--- config.mk ---
export PLATFORM = sky130hd
export DESIGN_NAME = cps_video_regs
export DESIGN_NICKNAME = d
export VERILOG_FILES = /design/src/hw/cps_pkg.sv /design/src/hw/cps_video_regs.sv /design/src/hw/cps_layer_order.sv /design/src/hw/cps_scroll_addr.sv /design/src/hw/cps_mmr.sv /design/src/hw/cps_video_timer.sv
export SDC_FILE = /design/constraint.sdc
export NUM_CORES = 1
export LEC_CHECK = 0
export ABC_AREA = 1
export BUFFER_PORTS_ARGS = -buffer_cell sky130_fd_sc_hd__buf_2
export CORE_MARGIN = 10
export CORE_UTILIZATION = 56
export DETAILED_ROUTE_END_ITERATION = 6
export GPL_TIMING_DRIVEN = 0
export PLACE_DENSITY = 0.88
export SLEW_MARGIN = 20
export SYNTH_ARGS = -nofsm -noshare
export SYNTH_HDL_FRONTEND = slang
export SYNTH_SLANG_ARGS = --single-unit
--- constraint.sdc ---
create_clock -name clk -period 27.3 [get_ports clk]
set_input_delay 4.095 -clock clk [delete_from_list [all_inputs] [get_ports clk]]
set_output_delay 4.095 -clock clk [all_outputs]
set_load 0.01 [all_outputs]
--- src/hw/cps_pkg.sv ---
/*
 * Raster and map constants, CPS-A offset and layer enums, and the packed
 * structs that carry bus writes, register banks and video-side results
 */
package cps_pkg;

    // Raster size in pixels per line and lines per frame
    localparam int h_total = 512;
    localparam int v_total = 262;

    // Tiles per side of every scroll map
    localparam int map_tiles = 64;

    // CPS-A register offsets on word address bits 5:1
    typedef enum logic [4:0] {
        obj_base  = 5'h00,
        scr1_base = 5'h01,
        scr2_base = 5'h02,
        scr3_base = 5'h03,
        row_base  = 5'h04,
        pal_base  = 5'h05,
        hpos1     = 5'h06,
        vpos1     = 5'h07,
        hpos2     = 5'h08,
        vpos2     = 5'h09,
        hpos3     = 5'h0a,
        vpos3     = 5'h0b,
        hstar1    = 5'h0c,
        vstar1    = 5'h0d,
        hstar2    = 5'h0e,
        vstar2    = 5'h0f,
        star_base = 5'h10,
        ppu_ctrl  = 5'h11
    } cpsa_reg_t;

    // Layer codes as packed in the layer control word
    typedef enum logic [1:0] {
        obj  = 2'd0,
        scr1 = 2'd1,
        scr2 = 2'd2,
        scr3 = 2'd3
    } layer_id_t;

    // One CPU write cycle
    typedef struct packed {
        logic [4:0]  addr;
        logic [1:0]  dsn;   // bit 1 upper byte, bit 0 lower byte, active low
        logic [15:0] data;
    } bus_wr_t;

    // Per-game CPS-B register offsets
    typedef struct packed {
        logic [4:0] layer;
        logic [4:0] prio0;
        logic [4:0] prio1;
        logic [4:0] prio2;
        logic [4:0] prio3;
        logic [4:0] pal_page;
    } cpsb_map_t;

    typedef struct packed {
        logic [15:0] hpos1;
        logic [15:0] vpos1;
        logic [15:0] hpos2;
        logic [15:0] vpos2;
        logic [15:0] hpos3;
        logic [15:0] vpos3;
    } scroll_regs_t;

    // VRAM base pointers
    typedef struct packed {
        logic [15:0] obj;
        logic [15:0] scr1;
        logic [15:0] scr2;
        logic [15:0] scr3;
        logic [15:0] row;
        logic [15:0] star;
        logic [15:0] pal;
    } base_regs_t;

    typedef struct packed {
        logic [15:0] hstar1;
        logic [15:0] vstar1;
        logic [15:0] hstar2;
        logic [15:0] vstar2;
    } star_regs_t;

    typedef struct packed {
        logic [15:0] layer_ctrl;
        logic [15:0] prio0;
        logic [15:0] prio1;
        logic [15:0] prio2;
        logic [15:0] prio3;
        logic [5:0]  pal_page_en;
    } cpsb_regs_t;

    // Tile map word address per scroll layer
    typedef struct packed {
        logic [15:0] scr1;
        logic [15:0] scr2;
        logic [15:0] scr3;
    } tile_addr_t;

    // draw0 is drawn first, draw3 last
    typedef struct packed {
        layer_id_t  draw0;
        layer_id_t  draw1;
        layer_id_t  draw2;
        layer_id_t  draw3;
        logic [4:0] en;
    } draw_order_t;

endpackage
--- src/hw/cps_video_regs.sv ---
/*
 * Video register block top: raster timer, register banks,
 * scroll address unit and layer order decoder
 */
`timescale 1ns/1ns

module cps_video_regs import cps_pkg::*; (
    input  logic         clk,
    input  logic         reg_rst,
    input  bus_wr_t      wr,
    input  logic         ppu1_cs,
    input  logic         ppu2_cs,
    input  cpsb_map_t    cpsb_map,
    output logic [8:0]   hdump,
    output logic [8:0]   vdump,
    output logic         line_start,
    output scroll_regs_t scroll,
    output base_regs_t   bases,
    output star_regs_t   stars,
    output logic [15:0]  ppu_ctrl,
    output cpsb_regs_t   cpsb,
    output tile_addr_t   tile_addr,
    output draw_order_t  order
);

    cps_video_timer u_timer (
        .clk        (clk),
        .reg_rst    (reg_rst),
        .hdump      (hdump),
        .vdump      (vdump),
        .line_start (line_start)
    );

    cps_mmr u_mmr (
        .clk      (clk),
        .reg_rst  (reg_rst),
        .wr       (wr),
        .ppu1_cs  (ppu1_cs),
        .ppu2_cs  (ppu2_cs),
        .cpsb_map (cpsb_map),
        .scroll   (scroll),
        .bases    (bases),
        .stars    (stars),
        .ppu_ctrl (ppu_ctrl),
        .cpsb     (cpsb)
    );

    // Video-side consumers of the buffered registers
    cps_scroll_addr u_scroll (
        .clk       (clk),
        .reg_rst   (reg_rst),
        .hdump     (hdump),
        .vdump     (vdump),
        .scroll    (scroll),
        .bases     (bases),
        .tile_addr (tile_addr)
    );

    cps_layer_order u_order (
        .clk        (clk),
        .reg_rst    (reg_rst),
        .layer_ctrl (cpsb.layer_ctrl),
        .order      (order)
    );

endmodule

--- src/hw/cps_layer_order.sv ---
/*
 * Registered decode of the layer control word into draw order
 * and layer enables
 */
`timescale 1ns/1ns

module cps_layer_order import cps_pkg::*; (
    input  logic        clk,
    input  logic        reg_rst,
    input  logic [15:0] layer_ctrl,
    output draw_order_t order
);

    draw_order_t next_order;

    // Two bits per slot from bit 6 upward, first drawn in the lowest pair
    always_comb begin
        next_order.draw0 = layer_id_t'(layer_ctrl[7:6]);
        next_order.draw1 = layer_id_t'(layer_ctrl[9:8]);
        next_order.draw2 = layer_id_t'(layer_ctrl[11:10]);
        next_order.draw3 = layer_id_t'(layer_ctrl[13:12]);
        // Layer enables sit just below the order fields
        next_order.en    = layer_ctrl[5:1];
    end

    always_ff @(posedge clk or posedge reg_rst) begin
        if (reg_rst) begin
            order <= '0;
        end else begin
            order <= next_order;
        end
    end

endmodule

--- src/hw/cps_scroll_addr.sv ---
/*
 * Registered tile map word addresses for the three scroll layers
 * at the current screen position
 */
`timescale 1ns/1ns

module cps_scroll_addr import cps_pkg::*; (
    input  logic         clk,
    input  logic         reg_rst,
    input  logic [8:0]   hdump,
    input  logic [8:0]   vdump,
    input  scroll_regs_t scroll,
    input  base_regs_t   bases,
    output tile_addr_t   tile_addr
);

    // Word address of the map entry under one scrolled point.
    // Column and row wrap on the map edge, the sum wraps at 64K words
    function automatic logic [15:0] map_addr(
        input logic [15:0] base,
        input logic [15:0] hpix,
        input logic [15:0] vpix,
        input int          tile_shift
    );
        logic [15:0] col;
        logic [15:0] row;
        logic [15:0] entry;
        col   = (hpix >> tile_shift) & 16'(map_tiles - 1);
        row   = (vpix >> tile_shift) & 16'(map_tiles - 1);
        entry = row * 16'(map_tiles) + col;
        return base + (entry << 1);
    endfunction

    // Scrolled pixel position per layer
    logic [15:0] h1;
    logic [15:0] v1;
    logic [15:0] h2;
    logic [15:0] v2;
    logic [15:0] h3;
    logic [15:0] v3;

    assign h1 = {7'd0, hdump} + scroll.hpos1;
    assign v1 = {7'd0, vdump} + scroll.vpos1;
    assign h2 = {7'd0, hdump} + scroll.hpos2;
    assign v2 = {7'd0, vdump} + scroll.vpos2;
    assign h3 = {7'd0, hdump} + scroll.hpos3;
    assign v3 = {7'd0, vdump} + scroll.vpos3;

    // Tile sizes 8, 16 and 32 pixels for layers 1 to 3
    always_ff @(posedge clk or posedge reg_rst) begin
        if (reg_rst) begin
            tile_addr <= '0;
        end else begin
            tile_addr.scr1 <= map_addr(bases.scr1, h1, v1, 3);
            tile_addr.scr2 <= map_addr(bases.scr2, h2, v2, 4);
            tile_addr.scr3 <= map_addr(bases.scr3, h3, v3, 5);
        end
    end

endmodule

--- src/hw/cps_mmr.sv ---
/*
 * CPS-A and CPS-B register banks written from the CPU bus,
 * with byte-lane merging and per-game CPS-B offsets
 */
`timescale 1ns/1ns

module cps_mmr import cps_pkg::*; (
    input  logic         clk,
    input  logic         reg_rst,
    input  bus_wr_t      wr,
    input  logic         ppu1_cs,
    input  logic         ppu2_cs,
    input  cpsb_map_t    cpsb_map,
    output scroll_regs_t scroll,
    output base_regs_t   bases,
    output star_regs_t   stars,
    output logic [15:0]  ppu_ctrl,
    output cpsb_regs_t   cpsb
);

    // Keeps the old byte wherever its strobe is inactive
    function automatic logic [15:0] byte_merge(
        input logic [15:0] old_data,
        input logic [15:0] new_data,
        input logic [1:0]  lane_n
    );
        logic [15:0] merged;
        merged[15:8] = lane_n[1] ? old_data[15:8] : new_data[15:8];
        merged[7:0]  = lane_n[0] ? old_data[7:0]  : new_data[7:0];
        return merged;
    endfunction

    // Palette page enables live in the low byte only
    logic [15:0] pal_merge;

    assign pal_merge = byte_merge({10'd0, cpsb.pal_page_en}, wr.data, wr.dsn);

    // CPS-A bank, fixed map
    always_ff @(posedge clk or posedge reg_rst) begin
        if (reg_rst) begin
            scroll   <= '0;
            bases    <= '0;
            stars    <= '0;
            ppu_ctrl <= '0;
        end else if (ppu1_cs) begin
            case (wr.addr)
                obj_base:  bases.obj     <= byte_merge(bases.obj,     wr.data, wr.dsn);
                scr1_base: bases.scr1    <= byte_merge(bases.scr1,    wr.data, wr.dsn);
                scr2_base: bases.scr2    <= byte_merge(bases.scr2,    wr.data, wr.dsn);
                scr3_base: bases.scr3    <= byte_merge(bases.scr3,    wr.data, wr.dsn);
                row_base:  bases.row     <= byte_merge(bases.row,     wr.data, wr.dsn);
                pal_base:  bases.pal     <= byte_merge(bases.pal,     wr.data, wr.dsn);
                hpos1:     scroll.hpos1  <= byte_merge(scroll.hpos1,  wr.data, wr.dsn);
                vpos1:     scroll.vpos1  <= byte_merge(scroll.vpos1,  wr.data, wr.dsn);
                hpos2:     scroll.hpos2  <= byte_merge(scroll.hpos2,  wr.data, wr.dsn);
                vpos2:     scroll.vpos2  <= byte_merge(scroll.vpos2,  wr.data, wr.dsn);
                hpos3:     scroll.hpos3  <= byte_merge(scroll.hpos3,  wr.data, wr.dsn);
                vpos3:     scroll.vpos3  <= byte_merge(scroll.vpos3,  wr.data, wr.dsn);
                hstar1:    stars.hstar1  <= byte_merge(stars.hstar1,  wr.data, wr.dsn);
                vstar1:    stars.vstar1  <= byte_merge(stars.vstar1,  wr.data, wr.dsn);
                hstar2:    stars.hstar2  <= byte_merge(stars.hstar2,  wr.data, wr.dsn);
                vstar2:    stars.vstar2  <= byte_merge(stars.vstar2,  wr.data, wr.dsn);
                star_base: bases.star    <= byte_merge(bases.star,    wr.data, wr.dsn);
                // Port of the same name hides the enum literal here
                cps_pkg::ppu_ctrl: begin
                    ppu_ctrl <= byte_merge(ppu_ctrl, wr.data, wr.dsn);
                end
                default: begin
                    // Unmapped offsets are ignored
                end
            endcase
        end
    end

    // CPS-B bank, offsets from the per-game map.
    // Every matching field takes the write, so aliased offsets all update
    always_ff @(posedge clk or posedge reg_rst) begin
        if (reg_rst) begin
            cpsb.layer_ctrl  <= 16'h0000;
            cpsb.prio0       <= 16'hffff;
            cpsb.prio1       <= 16'hffff;
            cpsb.prio2       <= 16'hffff;
            cpsb.prio3       <= 16'hffff;
            cpsb.pal_page_en <= 6'h3f;
        end else if (ppu2_cs) begin
            if (wr.addr == cpsb_map.layer) begin
                cpsb.layer_ctrl <= byte_merge(cpsb.layer_ctrl, wr.data, wr.dsn);
            end
            if (wr.addr == cpsb_map.prio0) begin
                cpsb.prio0 <= byte_merge(cpsb.prio0, wr.data, wr.dsn);
            end
            if (wr.addr == cpsb_map.prio1) begin
                cpsb.prio1 <= byte_merge(cpsb.prio1, wr.data, wr.dsn);
            end
            if (wr.addr == cpsb_map.prio2) begin
                cpsb.prio2 <= byte_merge(cpsb.prio2, wr.data, wr.dsn);
            end
            if (wr.addr == cpsb_map.prio3) begin
                cpsb.prio3 <= byte_merge(cpsb.prio3, wr.data, wr.dsn);
            end
            if (wr.addr == cpsb_map.pal_page) begin
                cpsb.pal_page_en <= pal_merge[5:0];
            end
        end
    end

endmodule

--- src/hw/cps_video_timer.sv ---
/*
 * Free-running raster counters with a line-start pulse
 */
`timescale 1ns/1ns

module cps_video_timer import cps_pkg::*; (
    input  logic       clk,
    input  logic       reg_rst,
    output logic [8:0] hdump,
    output logic [8:0] vdump,
    output logic       line_start
);

    logic end_of_line;
    logic end_of_frame;

    assign end_of_line  = (hdump == 9'(h_total - 1));
    assign end_of_frame = (vdump == 9'(v_total - 1));

    // Pixel counter steps every clock, line counter on each wrap
    always_ff @(posedge clk or posedge reg_rst) begin
        if (reg_rst) begin
            hdump <= '0;
            vdump <= '0;
        end else if (end_of_line) begin
            hdump <= '0;
            if (end_of_frame) begin
                vdump <= '0;
            end else begin
                vdump <= vdump + 9'd1;
            end
        end else begin
            hdump <= hdump + 9'd1;
        end
    end

    // Registered from the last pixel so it lines up with hdump == 0.
    // Stays low for the reset-time zero, only real wraps raise it
    always_ff @(posedge clk or posedge reg_rst) begin
        if (reg_rst) begin
            line_start <= 1'b0;
        end else begin
            line_start <= end_of_line;
        end
    end

endmodule

* Yosys cells after proc, flatten, opt, wreduce, memory -nomap -nowiden *
Cells that the tools add are included.

word-level totals
  flip-flop bits (word level) = 454
  bits of input ports = 57
  output and inout bits = 454
  logic and storage cells = 149

cells by class
  add/subtract/negate cells = 14
  equal/unequal tests = 25
  mux-type cells = 2
  bitwise logic cells = 2
  reductions and logical operators = 48

operators with widths
  cell                   number
  $reduce_and A3 Y1      47
  $eq A5 B4 Y1 const B   8
  $add A12 B6 Y13        3
  $add A16 B16 Y16       2
  $eq A5 B5 Y1           6
  $add A9 B11 Y11        2
  $add A9 B10 Y10        2
  $eq A5 B3 Y1 const B   4
  $add A9 B1 Y9 const B  2
  $add A9 B9 Y9          2
  $eq A9 B9 Y1 const B   2
  $mux W9                2
  $add A16 B14 Y16       1
  $eq A5 B2 Y1 const B   2
  $eq A5 B5 Y1 const B   2
  $eq A5 B1 Y1 const B   1
  $logic_not A5 Y1       1
  $not A1 Y1             2

* Depth between registers and ports, before layout *
  depth in word-level cells = 3
  depth in mapped cells = 18
  mapped depth without buffers = 18

* Modules after synthesis *
Synthesis repeated with hierarchy kept, for this count alone.

second synthesis, totals
  cell total of the unflattened synthesis = 2,620
  area, all modules = 22,026.1 µm²

modules (own cells, without submodules)
  module           instances  cells each  area an instance (µm²)  seq. area each (µm²)
  cps_mmr          1          1,529       14,709.1                9,446.6
  cps_scroll_addr  1          964         6,042.0                 1,201.2
  cps_video_timer  1          113         945.9                   475.5
  cps_layer_order  1          14          329.1                   325.3

* Least setup slack after synthesis *
No wires, ideal clock.

  kind = input port to flip-flop
  from = input port ppu1_cs
  to = register, netlist name u_mmr.scroll[49]
  setup time = 0.134 ns
  arrival = 5.043 ns
  data required time = 27.166 ns
  setup slack = 22.123 ns
  stages = 7
  path buffers = 2
  path through = inv_1 nor2_2 buf_4 nand3_1 buf_2 nand2_1 o21ai_0

between the ends
  longest elaborated chain between the ends = 1

RTL lines
  item                                line                  text
  from (decl)                         cps_video_regs.sv:11  input logic ppu1_cs,
  $reduce_and A3 Y1 (no source line)  --

No other way between the ends.
A chain may end at the register's enable or synchronous reset.

* Worst setup path in the final report *
  from = register u_timer.vdump[4]
  to = output port vdump[4]

RTL lines
  item                    line                   text
  from (decl)             cps_video_timer.sv:10  output logic [8:0] vdump,
  from (signal assigned)  cps_video_timer.sv:30  vdump <= vdump + 9'd1;
  to (decl)               cps_video_regs.sv:15   output logic [8:0] vdump,

No word-level cell between the ends.

==> impl_metrics.env <==
export IMPL_status="completed"
export IMPL_min_path_type="reg2reg"
export IMPL_finalSetupViolations=0
export IMPL_vias=20670
export IMPL_crit_path_end_kind="output port"
export IMPL_ir_drop_uv=69.71
export IMPL_startpoint_type="register"
export IMPL_synth_area_mm2=0.02157
export IMPL_wl_mm=80.25
export IMPL_rows=71
export IMPL_finalHoldViolations=0
export IMPL_cp_top_family="flip-flops"
export IMPL_fill_cells=2887
export IMPL_finalMaxSlewViolations=0
export IMPL_max_slew_margin=0.2969
export IMPL_grt_pass1_vias=20720
export IMPL_cts_resized=0
export IMPL_yosysWarnings=0
export IMPL_gp_congestion=0.9682
export IMPL_cts_tree="built"
export IMPL_min_from="u_mmr.bases[64]"
export IMPL_power_leakage_nw=14.88
export IMPL_tightestPinTransition_ns=1.055
export IMPL_dp_hpwl_mm=60.77
export IMPL_cp_startpoint="u_timer.vdump[4]"
export IMPL_critPathMaxStageDelay_ns=0.72
export IMPL_rsz0062_at_grt="no"
export IMPL_die_x_um=216.2
export IMPL_port_buffers=506
export IMPL_grt_pass1_wl_mm=121.9
export IMPL_cp_num_buf_inv=1
export IMPL_r2r_start="u_timer.hdump[2]"
export IMPL_wl_per_cell_um=21.91
export IMPL_setup_worst_path_class="reg2out"
export IMPL_maxCapViolations=0
export IMPL_num_antenna_cells=0
export IMPL_die_h_um=216.2
export IMPL_synth_cell_types=36
export IMPL_drcViolationCount=0
export IMPL_cp_max_fo=10
export IMPL_drive_above_1_share=0.2310
export IMPL_synth_seq_cells=454
export IMPL_pin_count=511
export IMPL_synth_edf_count=0
export IMPL_arrival_ns=1.57
export IMPL_gr_total_overflow=0
export IMPL_clkTransAtPathRegs_ns=0.06
export IMPL_path_cells="buf_2"
export IMPL_synthesis_nets=2700
export IMPL_fin_crit_ns=5.664
export IMPL_fin_nets=3261
export IMPL_post_drt_via_cell_ratio=5.642
export IMPL_ctsHoldBuffers=0
export IMPL_p_per_area_mw_per_mm2=76.26
export IMPL_netlist_instances=2552
export IMPL_fmax_ghz=0.1766
export IMPL_insertion_delay_ns=0.60
export IMPL_synthArstFlopShare=1.000
export IMPL_start_util=0.5699
export IMPL_core_mm2=0.03784
export IMPL_drtAntennaViolNets=0
export IMPL_synth_main_ff_cell="dfrtp_1"
export IMPL_finalPower_w=0.002025
export IMPL_final_cell_mix="907 x nand2_1, 537 x buf_2, 384 x dfrtp_1"
export IMPL_required_ns=23.20
export IMPL_ys_seq_area_frac=0.5308
export IMPL_cts_root_buf="clkbuf_16"
export IMPL_crit_slowest_cell="dfrtp_1"
export IMPL_first_pass_iters=6
export IMPL_grt_max_degree=112
export IMPL_cts_buffers=49
export IMPL_skew_ns=0.01730
export IMPL_cts_max_level=2
export IMPL_clk_path_buf_depth=3
export IMPL_area_growth_pct=23.14
export IMPL_post_cts_setup_buffer_count=0
export IMPL_finalInstanceArea_mm2=0.02656
export IMPL_dieArea_mm2=0.04676
export IMPL_drt_iter0_drc=1845
export IMPL_fin_crit_sh=0.2075
export IMPL_mostFrequentLayoutCell="nand2_1"
export IMPL_placed_area_mm2=0.02486
export IMPL_clock_sinks=454
export IMPL_grtUsageTotal=0.3353
export IMPL_antenna_found_initial=1
export IMPL_avgSynthCellArea_um2=8.451
export IMPL_tns_ns=0
-- flip-flops by register name, indices dropped and copies added, names as in the netlist --
| name | cells |
|---|---|
| u_timer.vdump | 9 |
| u_scroll.tile_addr | 48 |
| u_timer.line_start | 1 |
| u_mmr.ppu_ctrl | 16 |
| u_mmr.cpsb | 86 |
| u_mmr.bases | 112 |
| u_timer.hdump | 9 |
| u_mmr.stars | 64 |
| u_mmr.scroll | 96 |
| u_order.order | 13 |
-- final timing paths --
| kind | to | slack (ns) | cells past startpoint |
|---|---|---|---|
| worst max-delay path | vdump[4] | 21.64 | 1 |
| worst min-delay path | u_scroll.tile_addr[16] | 0.42 | 0 |
| worst max register to register | u_scroll.tile_addr[13] | 24.23 | 15 |
| worst min register to register | u_scroll.tile_addr[16] | 0.42 | 0 |
| max in group asynchronous | u_scroll.tile_addr[31] | 22.47 | 4 |
| min in group asynchronous | u_order.order[4] | 3.47 | 2 |
-- per-stage QoR --
step / hold WS, ns / std cells / util / setup WS (ns)
6_report: 0.4189 / 3663 / 0.7017 / 21.64
3_5_place_dp: 0.4023 / 3573 / 0.6568 / 21.22
5_1_grt: 0.4377 / 3663 / 0.7017 / 21.61
4_1_cts: 0.4180 / 3663 / 0.7017 / 21.67
3_3_place_gp: 0.3802 / 3569 / 0.6537 / 6.807
2_1_floorplan: 0.4348 / 2552 / - / 10.67
-- cell families after synthesis --
logic type                 Yosys count  synth area share
xor gates and xnor gates            65           0.02640
buffers and inverters              310           0.05819
and+or+nand+nor                   1251            0.2404
DFF                                454            0.5308
adders and majority gates           91           0.05384
AOI/OAI and AO/OA                  381           0.09033
-- power breakdown --
group          internal [W]  switching (W)
Sequential         0.000798      0.0000775
Combinational      0.000159       0.000287
Clock              0.000416       0.000288
Total               0.00137       0.000652
-- Yosys cell counts, types with 13 or more instances --
master / instances / area, µm²
o21ai_0: 297 / 1486
a21oi_1: 54 / 270.3
nand4_1: 72 / 450.4
inv_1: 228 / 855.8
buf_2: 31 / 155.2
nand2_1: 907 / 3405
nor2_1: 95 / 356.6
clkbuf_1: 36 / 135.1
o21bai_1: 14 / 105.1
dfrtp_1: 384 / 9609
xnor2_1: 19 / 166.4
nor2_2: 13 / 81.33
ha_1: 88 / 1101
dfstp_2: 70 / 1839
o21ai_1: 13 / 65.06
nand3_1: 129 / 645.6
nor3_1: 13 / 65.06
xor2_1: 46 / 402.9
-- area by class of cell --
cell class | instances | area, µm² | area share
buffer | 76 | 376.6 | 0.01418
clock buffer | 66 | 1350 | 0.05084
clock inverter | 24 | 350.3 | 0.01319
inverter | 234 | 885.9 | 0.03336
multi-input combinational | 1788 | 8864 | 0.3338
sequential | 454 | 11450 | 0.4311
tap | 511 | 639.4 | 0.02408
timing repair buffer | 510 | 2643 | 0.09951
-- per-layer routing --
layer / vias to the layer above / wire, µm / track usage
met2: 1105 / 38990 / 0.5663
li1: 9371 / - / -
met4: 0 / 3567 / 0.1501
met3: 221 / 8877 / 0.1000
met5: - / 0 / 0
met1: 9968 / 28820 / 0.3877
(Power assumes the default switching activity.)
